[src/logic/fpFormatPkg.sv]
// Binary32 layout only; signalling and quiet NaNs are not told apart anywhere in the design
package fpFormatPkg;

    // Field order matches the IEEE 754 binary32 bit layout
    typedef struct packed {
        logic        sign;
        logic [7:0]  exponent;
        logic [22:0] fraction;
    } fpWordT;

    // Operand class, decoded once in the first stage
    typedef struct packed {
        logic isNaN;
        logic isInf;
        logic isZero;
        logic isSub;
    } fpClassT;

    typedef struct packed {
        logic invalid;
        logic overflow;
        logic inexact;
    } fpFlagsT;

    localparam int expBias = 127;

    // All-ones exponent marks infinity and NaN
    localparam logic [7:0] expMax = 8'd255;

endpackage

[src/logic/fpPipePkg.sv]
// Stage records assume the binary32 layout of fpFormatPkg; significands carry 8 guard bits
package fpPipePkg;

    typedef enum logic {
        opAdd,
        opSub
    } fpOpT;

    typedef enum logic [1:0] {
        stIdle,
        stBusy,
        stDone
    } reqStateT;

    // B's sign already includes the opcode; subnormal and zero exponents read as 1
    typedef struct packed {
        logic                 valid;
        logic                 signA;
        logic                 signB;
        logic [7:0]           expA;
        logic [7:0]           expB;
        logic [22:0]          fracA;
        logic [22:0]          fracB;
        fpFormatPkg::fpClassT classA;
        fpFormatPkg::fpClassT classB;
    } unpackOutT;

    // Significands are {hidden, fraction, 8 guard bits}
    typedef struct packed {
        logic                 valid;
        logic                 signA;
        logic                 signB;
        logic [7:0]           expOut;
        logic [31:0]          sigA;
        logic [31:0]          sigB;
        logic                 sticky;
        logic                 shiftOverflow;
        logic                 bypass;
        fpFormatPkg::fpClassT classA;
        fpFormatPkg::fpClassT classB;
    } alignOutT;

    typedef struct packed {
        logic                 valid;
        logic                 sign;
        logic [7:0]           exponent;
        logic [32:0]          mag;
        logic                 sticky;
        logic                 bypass;
        fpFormatPkg::fpClassT classA;
        fpFormatPkg::fpClassT classB;
    } sumOutT;

endpackage

[src/logic/fpUnpack.sv]
// Stage 1; takes a single-cycle launch pulse and gives zero and subnormal operands exponent 1
module fpUnpack (
    input  logic                  clk,
    input  logic                  rst,
    input  logic                  launch,
    input  fpFormatPkg::fpWordT   capA,
    input  fpFormatPkg::fpWordT   capB,
    input  fpPipePkg::fpOpT       capOp,
    output fpPipePkg::unpackOutT  stage
);

    fpPipePkg::unpackOutT next;

    function automatic fpFormatPkg::fpClassT classify(input fpFormatPkg::fpWordT w);
        fpFormatPkg::fpClassT c;
        logic expOnes;
        logic expZero;
        logic fracZero;
        expOnes  = (w.exponent == fpFormatPkg::expMax);
        expZero  = (w.exponent == 8'd0);
        fracZero = (w.fraction == 23'd0);
        c.isNaN  = expOnes & ~fracZero;
        c.isInf  = expOnes & fracZero;
        c.isZero = expZero & fracZero;
        c.isSub  = expZero & ~fracZero;
        return c;
    endfunction

    // Denormals share the scale of exponent 1, only the hidden bit differs
    function automatic logic [7:0] alignExp(input fpFormatPkg::fpWordT w);
        return (w.exponent == 8'd0) ? 8'd1 : w.exponent;
    endfunction

    always_comb
    begin
        next.valid  = launch;
        next.signA  = capA.sign;
        next.signB  = capB.sign ^ (capOp == fpPipePkg::opSub);
        next.expA   = alignExp(capA);
        next.expB   = alignExp(capB);
        next.fracA  = capA.fraction;
        next.fracB  = capB.fraction;
        next.classA = classify(capA);
        next.classB = classify(capB);
    end

    always_ff @(posedge clk)
    begin
        stage <= next;
        if (rst)
            stage.valid <= 1'b0;
    end

endmodule

[src/logic/fpAlign.sv]
// Stage 2; shifts beyond 32 places leave only the sticky bit of the smaller operand
module fpAlign (
    input  logic                 clk,
    input  logic                 rst,
    input  fpPipePkg::unpackOutT in,
    output fpPipePkg::alignOutT  stage
);

    fpPipePkg::alignOutT next;
    logic        aBigger;
    logic        bBigger;
    logic        hiddenA;
    logic        hiddenB;
    logic [31:0] sigA;
    logic [31:0] sigB;
    logic [31:0] smallSig;
    logic [7:0]  expDiff;
    logic [5:0]  shiftAmt;
    logic        shiftOverflow;
    logic [63:0] wide;

    assign aBigger = (in.expA > in.expB);
    assign bBigger = (in.expB > in.expA);

    // Hidden bit only for normal operands
    assign hiddenA = ~(in.classA.isSub | in.classA.isZero);
    assign hiddenB = ~(in.classB.isSub | in.classB.isZero);
    assign sigA    = {hiddenA, in.fracA, 8'b0};
    assign sigB    = {hiddenB, in.fracB, 8'b0};

    always_comb
    begin
        if (aBigger)
        begin
            next.expOut = in.expA;
            expDiff     = in.expA - in.expB;
            smallSig    = sigB;
        end
        else if (bBigger)
        begin
            next.expOut = in.expB;
            expDiff     = in.expB - in.expA;
            smallSig    = sigA;
        end
        else
        begin
            next.expOut = in.expA;
            expDiff     = 8'd0;
            smallSig    = sigB;
        end

        shiftOverflow = (expDiff >= 8'd32);
        shiftAmt      = shiftOverflow ? 6'd32 : expDiff[5:0];
        // Lower half collects every bit pushed past the guard field
        wide          = {smallSig, 32'b0} >> shiftAmt;

        next.valid         = in.valid;
        next.signA         = in.signA;
        next.signB         = in.signB;
        next.sigA          = bBigger ? wide[63:32] : sigA;
        next.sigB          = aBigger ? wide[63:32] : sigB;
        next.sticky        = |wide[31:0];
        next.shiftOverflow = shiftOverflow;
        next.bypass        = in.classA.isNaN | in.classB.isNaN | in.classA.isInf |
                             in.classB.isInf | in.classA.isZero | in.classB.isZero;
        next.classA        = in.classA;
        next.classB        = in.classB;
    end

    always_ff @(posedge clk)
    begin
        stage <= next;
        if (rst)
            stage.valid <= 1'b0;
    end

endmodule

[src/logic/fpMantAdd.sv]
// Stage 3; opposite infinities leave this stage marked as a NaN operand
module fpMantAdd (
    input  logic                clk,
    input  logic                rst,
    input  fpPipePkg::alignOutT in,
    output fpPipePkg::sumOutT   stage
);

    fpPipePkg::sumOutT next;
    logic        effSub;
    logic        aGeB;
    logic [31:0] bigSig;
    logic [31:0] smallSig;
    logic [33:0] res;
    logic        infSign;

    assign effSub   = in.signA ^ in.signB;
    assign aGeB     = (in.sigA >= in.sigB);
    assign bigSig   = aGeB ? in.sigA : in.sigB;
    assign smallSig = aGeB ? in.sigB : in.sigA;
    assign infSign  = in.classA.isInf ? in.signA : in.signB;

    always_comb
    begin
        // The sticky bit rides below the smaller operand so a borrow reaches the guard bits
        if (in.shiftOverflow)
            res = {1'b0, bigSig, in.sticky};
        else if (effSub)
            res = {1'b0, bigSig, 1'b0} - {1'b0, smallSig, in.sticky};
        else
            res = {1'b0, bigSig, 1'b0} + {1'b0, smallSig, in.sticky};

        next.valid    = in.valid;
        next.exponent = in.expOut;
        next.mag      = res[33:1];
        next.sticky   = res[0];
        next.bypass   = in.bypass;
        next.classA   = in.classA;
        next.classB   = in.classB;

        if (in.bypass && (in.classA.isInf || in.classB.isInf))
            next.sign = infSign;
        else if (res == 34'd0)
            next.sign = in.signA & ~effSub;
        else
            next.sign = (effSub && !aGeB) ? in.signB : in.signA;

        if (in.classA.isInf && in.classB.isInf && effSub)
            next.classA.isNaN = 1'b1;
    end

    always_ff @(posedge clk)
    begin
        stage <= next;
        if (rst)
            stage.valid <= 1'b0;
    end

endmodule

[src/logic/fpNormRound.sv]
// Stage 4; nearest even only; normalizing stops at exponent 1, so tiny sums stay subnormal
module fpNormRound (
    input  logic                clk,
    input  logic                rst,
    input  fpPipePkg::sumOutT   in,
    output logic                doneValid,
    output fpFormatPkg::fpWordT doneResult,
    output fpFormatPkg::fpFlagsT doneFlags
);

    fpFormatPkg::fpWordT  resultN;
    fpFormatPkg::fpFlagsT flagsN;
    logic [5:0]  lz;
    logic [7:0]  shiftAmt;
    logic [31:0] norm;
    logic [9:0]  expAdj;
    logic [9:0]  expRnd;
    logic        stickyAll;
    logic        guardBit;
    logic        restBits;
    logic        roundUp;
    logic [24:0] rounded;
    logic [23:0] sigOut;
    logic        nanCase;
    logic        infCase;

    assign nanCase = in.bypass & (in.classA.isNaN | in.classB.isNaN);
    assign infCase = in.bypass & (in.classA.isInf | in.classB.isInf);

    always_comb
    begin
        lz = 6'd32;
        for (int i = 0; i < 32; i++)
            if (in.mag[i])
                lz = 6'(31 - i);

        shiftAmt = 8'd0;
        if (in.mag[32])
        begin
            norm      = in.mag[32:1];
            stickyAll = in.sticky | in.mag[0];
            expAdj    = {2'b0, in.exponent} + 10'd1;
        end
        else
        begin
            shiftAmt  = ({2'b0, lz} > in.exponent - 8'd1) ? in.exponent - 8'd1 : {2'b0, lz};
            norm      = in.mag[31:0] << shiftAmt;
            stickyAll = in.sticky;
            expAdj    = {2'b0, in.exponent} - {2'b0, shiftAmt};
        end

        guardBit = norm[7];
        restBits = (|norm[6:0]) | stickyAll;
        roundUp  = guardBit & (restBits | norm[8]);
        rounded  = {1'b0, norm[31:8]} + {24'd0, roundUp};

        if (rounded[24])
        begin
            sigOut = rounded[24:1];
            expRnd = expAdj + 10'd1;
        end
        else
        begin
            sigOut = rounded[23:0];
            expRnd = expAdj;
        end

        flagsN = '0;
        if (nanCase)
        begin
            resultN.sign     = 1'b0;
            resultN.exponent = fpFormatPkg::expMax;
            resultN.fraction = 23'h400000;
            flagsN.invalid   = 1'b1;
        end
        else if (infCase)
        begin
            resultN.sign     = in.sign;
            resultN.exponent = fpFormatPkg::expMax;
            resultN.fraction = 23'd0;
        end
        else if (expRnd >= {2'b0, fpFormatPkg::expMax})
        begin
            resultN.sign     = in.sign;
            resultN.exponent = fpFormatPkg::expMax;
            resultN.fraction = 23'd0;
            flagsN.overflow  = 1'b1;
            flagsN.inexact   = 1'b1;
        end
        else
        begin
            // No hidden bit after rounding means a subnormal, packed with exponent 0
            resultN.sign     = in.sign;
            resultN.exponent = sigOut[23] ? expRnd[7:0] : 8'd0;
            resultN.fraction = sigOut[22:0];
            flagsN.inexact   = guardBit | restBits;
        end
    end

    always_ff @(posedge clk)
    begin
        doneResult <= resultN;
        doneFlags  <= flagsN;
        if (rst)
            doneValid <= 1'b0;
        else
            doneValid <= in.valid;
    end

endmodule

[src/logic/fpReqAck.sv]
// Four-phase slave; one operation at a time, and req must stay low until ack has fallen
module fpReqAck (
    input  logic                 clk,
    input  logic                 rst,
    input  logic                 req,
    input  fpFormatPkg::fpWordT  opA,
    input  fpFormatPkg::fpWordT  opB,
    input  fpPipePkg::fpOpT      op,
    input  logic                 doneValid,
    input  fpFormatPkg::fpWordT  doneResult,
    input  fpFormatPkg::fpFlagsT doneFlags,
    output logic                 ack,
    output logic                 launch,
    output fpFormatPkg::fpWordT  capA,
    output fpFormatPkg::fpWordT  capB,
    output fpPipePkg::fpOpT      capOp,
    output fpFormatPkg::fpWordT  result,
    output fpFormatPkg::fpFlagsT flags
);

    fpPipePkg::reqStateT state;

    assign ack = (state == fpPipePkg::stDone);

    always_ff @(posedge clk)
    begin
        if (rst)
        begin
            state  <= fpPipePkg::stIdle;
            launch <= 1'b0;
        end
        else
        begin
            launch <= 1'b0;
            case (state)
                fpPipePkg::stIdle:
                    if (req)
                    begin
                        launch <= 1'b1;
                        state  <= fpPipePkg::stBusy;
                    end
                fpPipePkg::stBusy:
                    if (doneValid)
                        state <= fpPipePkg::stDone;
                fpPipePkg::stDone:
                    if (!req)
                        state <= fpPipePkg::stIdle;
                default:
                    state <= fpPipePkg::stIdle;
            endcase
        end
    end

    // Operands and result are held in their own registers for the whole handshake
    always_ff @(posedge clk)
    begin
        if (state == fpPipePkg::stIdle && req)
        begin
            capA  <= opA;
            capB  <= opB;
            capOp <= op;
        end
        if (state == fpPipePkg::stBusy && doneValid)
        begin
            result <= doneResult;
            flags  <= doneFlags;
        end
    end

endmodule

[src/logic/fpAddTop.sv]
// Binary32 add and subtract behind a four-phase handshake; ack rises five clocks after req is sampled
module fpAddTop (
    input  logic                 clk,
    input  logic                 rst,
    input  logic                 req,
    input  fpFormatPkg::fpWordT  opA,
    input  fpFormatPkg::fpWordT  opB,
    input  fpPipePkg::fpOpT      op,
    output logic                 ack,
    output fpFormatPkg::fpWordT  result,
    output fpFormatPkg::fpFlagsT flags
);

    logic                 launch;
    fpFormatPkg::fpWordT  capA;
    fpFormatPkg::fpWordT  capB;
    fpPipePkg::fpOpT      capOp;
    fpPipePkg::unpackOutT unpackStage;
    fpPipePkg::alignOutT  alignStage;
    fpPipePkg::sumOutT    sumStage;
    logic                 doneValid;
    fpFormatPkg::fpWordT  doneResult;
    fpFormatPkg::fpFlagsT doneFlags;

    fpReqAck fpReqAck_inst (
        .clk(clk), .rst(rst), .req(req),
        .opA(opA), .opB(opB), .op(op),
        .doneValid(doneValid), .doneResult(doneResult), .doneFlags(doneFlags),
        .ack(ack), .launch(launch),
        .capA(capA), .capB(capB), .capOp(capOp),
        .result(result), .flags(flags)
    );

    fpUnpack fpUnpack_inst (
        .clk(clk), .rst(rst), .launch(launch),
        .capA(capA), .capB(capB), .capOp(capOp),
        .stage(unpackStage)
    );

    fpAlign fpAlign_inst (.clk(clk), .rst(rst), .in(unpackStage), .stage(alignStage));

    fpMantAdd fpMantAdd_inst (.clk(clk), .rst(rst), .in(alignStage), .stage(sumStage));

    fpNormRound fpNormRound_inst (
        .clk(clk), .rst(rst), .in(sumStage),
        .doneValid(doneValid), .doneResult(doneResult), .doneFlags(doneFlags)
    );

endmodule

[config.mk]
export PLATFORM = sky130hd
export DESIGN_NAME = fpAddTop
export DESIGN_NICKNAME = d
export VERILOG_FILES = /design/src/logic/fpFormatPkg.sv /design/src/logic/fpPipePkg.sv /design/src/logic/fpUnpack.sv /design/src/logic/fpAlign.sv /design/src/logic/fpMantAdd.sv /design/src/logic/fpNormRound.sv /design/src/logic/fpReqAck.sv /design/src/logic/fpAddTop.sv
export SDC_FILE = /design/constraint.sdc
export NUM_CORES = 1
export LEC_CHECK = 0
export BUFFER_PORTS_ARGS = -buffer_cell sky130_fd_sc_hd__buf_2
export CORE_UTILIZATION = 63
export CTS_CLUSTER_SIZE = 20
export DETAILED_ROUTE_END_ITERATION = 10
export HOLD_SLACK_MARGIN = 0.02
export PLACE_DENSITY = 0.84
export SETUP_SLACK_MARGIN = 0.2
export SYNTH_ARGS = -nofsm -noshare
export SYNTH_HDL_FRONTEND = slang
export SYNTH_SLANG_ARGS = --single-unit
export TNS_END_PERCENT = 5
[constraint.sdc]
create_clock -name clk -period 8.95 [get_ports clk]
set_input_delay 1.79 -clock clk [delete_from_list [all_inputs] [get_ports clk]]
set_output_delay 1.79 -clock clk [all_outputs]
set_load 0.005 [all_outputs]
==> run metrics <==
Detailed Route Iter0 Violations=3080; drt first pass iters=6; syn nets=3050; Clock Path Buffers=3; DR DRC count=0; worst vdd ir=between 0.0002 and 0.00025 V; largest net degree at the start of global routing=66; cell area after layout=0.0256 mm2; Post-synth ARST share=0%; Slew Limit Fails=0; maxcap violations=0; port bufs=103; Design Power=9.88 mW; kind of critical path=reg -> reg; Post-CTS Hold Fix Bufs=0; hold depth=0; clock root buffer=clkbuf_16; Slowest cell on crit path=o211ai_4; crit-path max cell delay=0.72 ns; R2R Setup Slk=0.90 ns; DR vias=~24000; Arrival @ worst endpoint=around 8.5 ns; post-route ant nets=0; GPL Wtd Cong=1.08; final hold vios=0; CP delay by family, top=compound AO/OA/AOI/OAI gates; Mapped Cells=2879; worst hold path type=reg -> reg; fraction of layout cells with a size suffix above 1=a little under an eighth; number of buffers created by CTS=36; Peak Freq=124 MHz; CP required=9.40 ns; total grt overflow=0; Post-synth EDFFs=100; Reg clk slew, reported paths=0.07 ns; clock latency at the later pin of the worst-skew pair=roughly 0.58 ns; relative max-transition margin=11.0%; Ys Warns=0; dpl cell area=0.0244 mm2; sequential share of the synthesized area=33.1%; area of the multi-input gates=0.0145 mm2; skew final=0.0207 ns; vias in the first global route=22600; synth unique cells=121; nets@finish=a little over 3000; crit path cell chain=nor2b_1 > o21ai_1 > a311o_1 > a21o_1 > o21ai_2 > inv_2 > ha_1 > nor2b_1 > o21a_1 > o21a_1 > o211ai_4 > buf_4 > nand2_1 > o211ai_1 > o22ai_1 > a221oi_1 > o21ai_0 > nand4b_2 > nor4_4 > nand4b_2 > or4_1 > o21a_2 > a211o_1; top_reg_cell synth=dfxtp_1; period utilization=89.9%; initial antenna violation count=1; power density over the cells=385 mW/mm2; CP Launch Type=flip-flop; Core ar.=0.0369 mm2; Die W=196 um; hpwl dp=60100 um; cells on worst reg2reg path=23; CTS tree=yes; worst-path fanout max=31; unrepaired setup endpoints after global routing=no; Worst Tran Pin Value=between 1 and 1.5 ns; Final Core Density=69.5%; vias per cell=7.08; worst slack, placed=approximately 1.3 ns; Initial Util=approximately 65%; Post-CTS Resized=0; Buf/Inv on CP=2; Avg WL per Cell=24.3 um; IO Pins=104; Post-Place Cells=3319; final setup margin=between 0.9 and 1 ns; TNS Setup=0 ns; Die H=between 150 and 200 um; cell depth of the worst setup path=23; synth-to-layout area growth=7.77%; post-synthesis register bit count=343; # rows=70; CTS H-tree lvls=2; Finished Layout Cells=roughly 3400; Post-Synthesis Cell Area=between 0.02 and 0.025 mm2; clock sinks=343; Final min period=8.05 ns; Final Routed Wirelength=82400 um; Syn Area/Cell=8.26 um2; first-pass GRT wire length=127000 um; die area=between 0.03 and 0.04 mm2; Final setup viols=0; Fill cells=2840; status=finished, final reports clean; hold_ws=approximately 0.32 ns; Register Area=0.00787 mm2; Total GRT Usage=42.1%; Setup crit end kind=flip-flop; Post-CTS Setup Repair Bufs=0; Lkg Pwr=roughly 10 nW
[state kept, by name (all words and copies together) (netlist names)]
register,cells
fpAlign_inst.stage,82
fpUnpack_inst.stage,73
fpMantAdd_inst.stage,49
fpNormRound_inst.doneResult,32
fpReqAck_inst.capA,32
fpReqAck_inst.capB,32
fpReqAck_inst.result,32
fpNormRound_inst.doneFlags,3
fpReqAck_inst.flags,3
fpReqAck_inst.state,2
fpNormRound_inst.doneValid,1
fpReqAck_inst.capOp,1
fpReqAck_inst.launch,1
[worst paths after layout]
check | start | endpoint
max | fpMantAdd_inst.stage[29]$_DFF_P_ | fpNormRound_inst.doneResult[26]$_SDFF_PP1_
min | fpUnpack_inst.stage[71]$_DFF_P_ | fpAlign_inst.stage[84]$_DFF_P_
max reg2reg | fpMantAdd_inst.stage[29]$_DFF_P_ | fpNormRound_inst.doneResult[26]$_SDFF_PP1_
min reg2reg | fpUnpack_inst.stage[71]$_DFF_P_ | fpAlign_inst.stage[84]$_DFF_P_
[synth_stat cells, types with 73 or more instances]
| master | n | area [um2] |
|---|---|---|
| nand3_1 | 73 | 365 |
| mux2i_1 | 82 | 821 |
| dfxtp_1 | 243 | 4860 |
| a21oi_1 | 124 | 621 |
| nand2_1 | 364 | 1370 |
| o21ai_0 | 155 | 776 |
| nor3_1 | 84 | 420 |
| nor4_1 | 92 | 576 |
| edfxtp_1 | 100 | 3000 |
| inv_1 | 134 | 503 |
| nor2_1 | 201 | 754 |
| clkbuf_1 | 152 | 571 |
| ha_1 | 99 | 1240 |
[layout by cell type, fill, tap and decap left out, types with 38 or more instances in the layout]
master	count
o211ai_1	59
a21oi_1	124
edfxtp_1	100
o21ai_0	155
nor2_1	200
inv_1	134
dfxtp_1	242
o31ai_1	39
mux2i_1	82
nand3_1	73
buf_4	45
nor3_1	84
ha_1	98
clkbuf_16	38
nand2_1	364
buf_2	103
nor4_1	92
[layer usage]
layer / global-route usage, % / up-vias / part of all wire (%)
met4: 24.0 / 0 / 6.4
met1: 52.4 / 11200 / 38
met2: 67.4 / 1706 / 45
li1: - / 10700 / -
met5: 0 / - / 0
met3: 9.55 / 369 / 11
[worst register-to-register path, stage by stage, from the launching register on]
cell and delay, ns:
dfxtp_1 0.64, nor2b_1 0.10, o21ai_1 0.17, a311o_1 0.23
a21o_1 0.50, o21ai_2 0.14, inv_2 0.11, ha_1 0.15
nor2b_1 0.04, o21a_1 0.16, o21a_1 0.26, o211ai_4 0.72
buf_4 0.44, nand2_1 0.10, o211ai_1 0.49, o22ai_1 0.15
a221oi_1 0.56, o21ai_0 0.37, nand4b_2 0.39, nor4_4 0.50
nand4b_2 0.32, or4_1 0.63, o21a_2 0.41, a211o_1 0.35
[where the power goes]
group | internal (mW) | switching [mW] | leakage [nW]
logic | 2.08 | 4.00 | 6.85
registers | 1.89 | 0.373 | 2.97
clock network | 0.869 | 0.660 | 0.597
total | 4.84 | 5.04 | 10.4
[kinds of logic (layout without fill, tap and decap cells)]
kind of cell | after synthesis | in the layout | share of synthesized area [%]
muxes | 105 | 105 | 4.69
other | 1 | 3 | 0.0158
AOI/OAI and AO/OA | 830 | 830 | 25.8
and+or+nand+nor | 1086 | 1086 | 22.8
DFF | 343 | 343 | 33.1
buffers and inverters | 355 | 357 | 6.06
adders and majority gates | 103 | 103 | 5.54
xor gates and xnor gates | 56 | 56 | 2.06
[final cells by class]
type,instances,area share (%)
Inverter,143,2.09
Tap cell,504,2.46
Clock buffer,52,4.11
Sequential cell,343,30.7
Timing Repair Buffer,148,3.33
Multi-Input combinational cell,2181,56.6
Antenna cell,2,0.0195
Clock inverter,14,0.688
(Power assumes the default switching activity.)
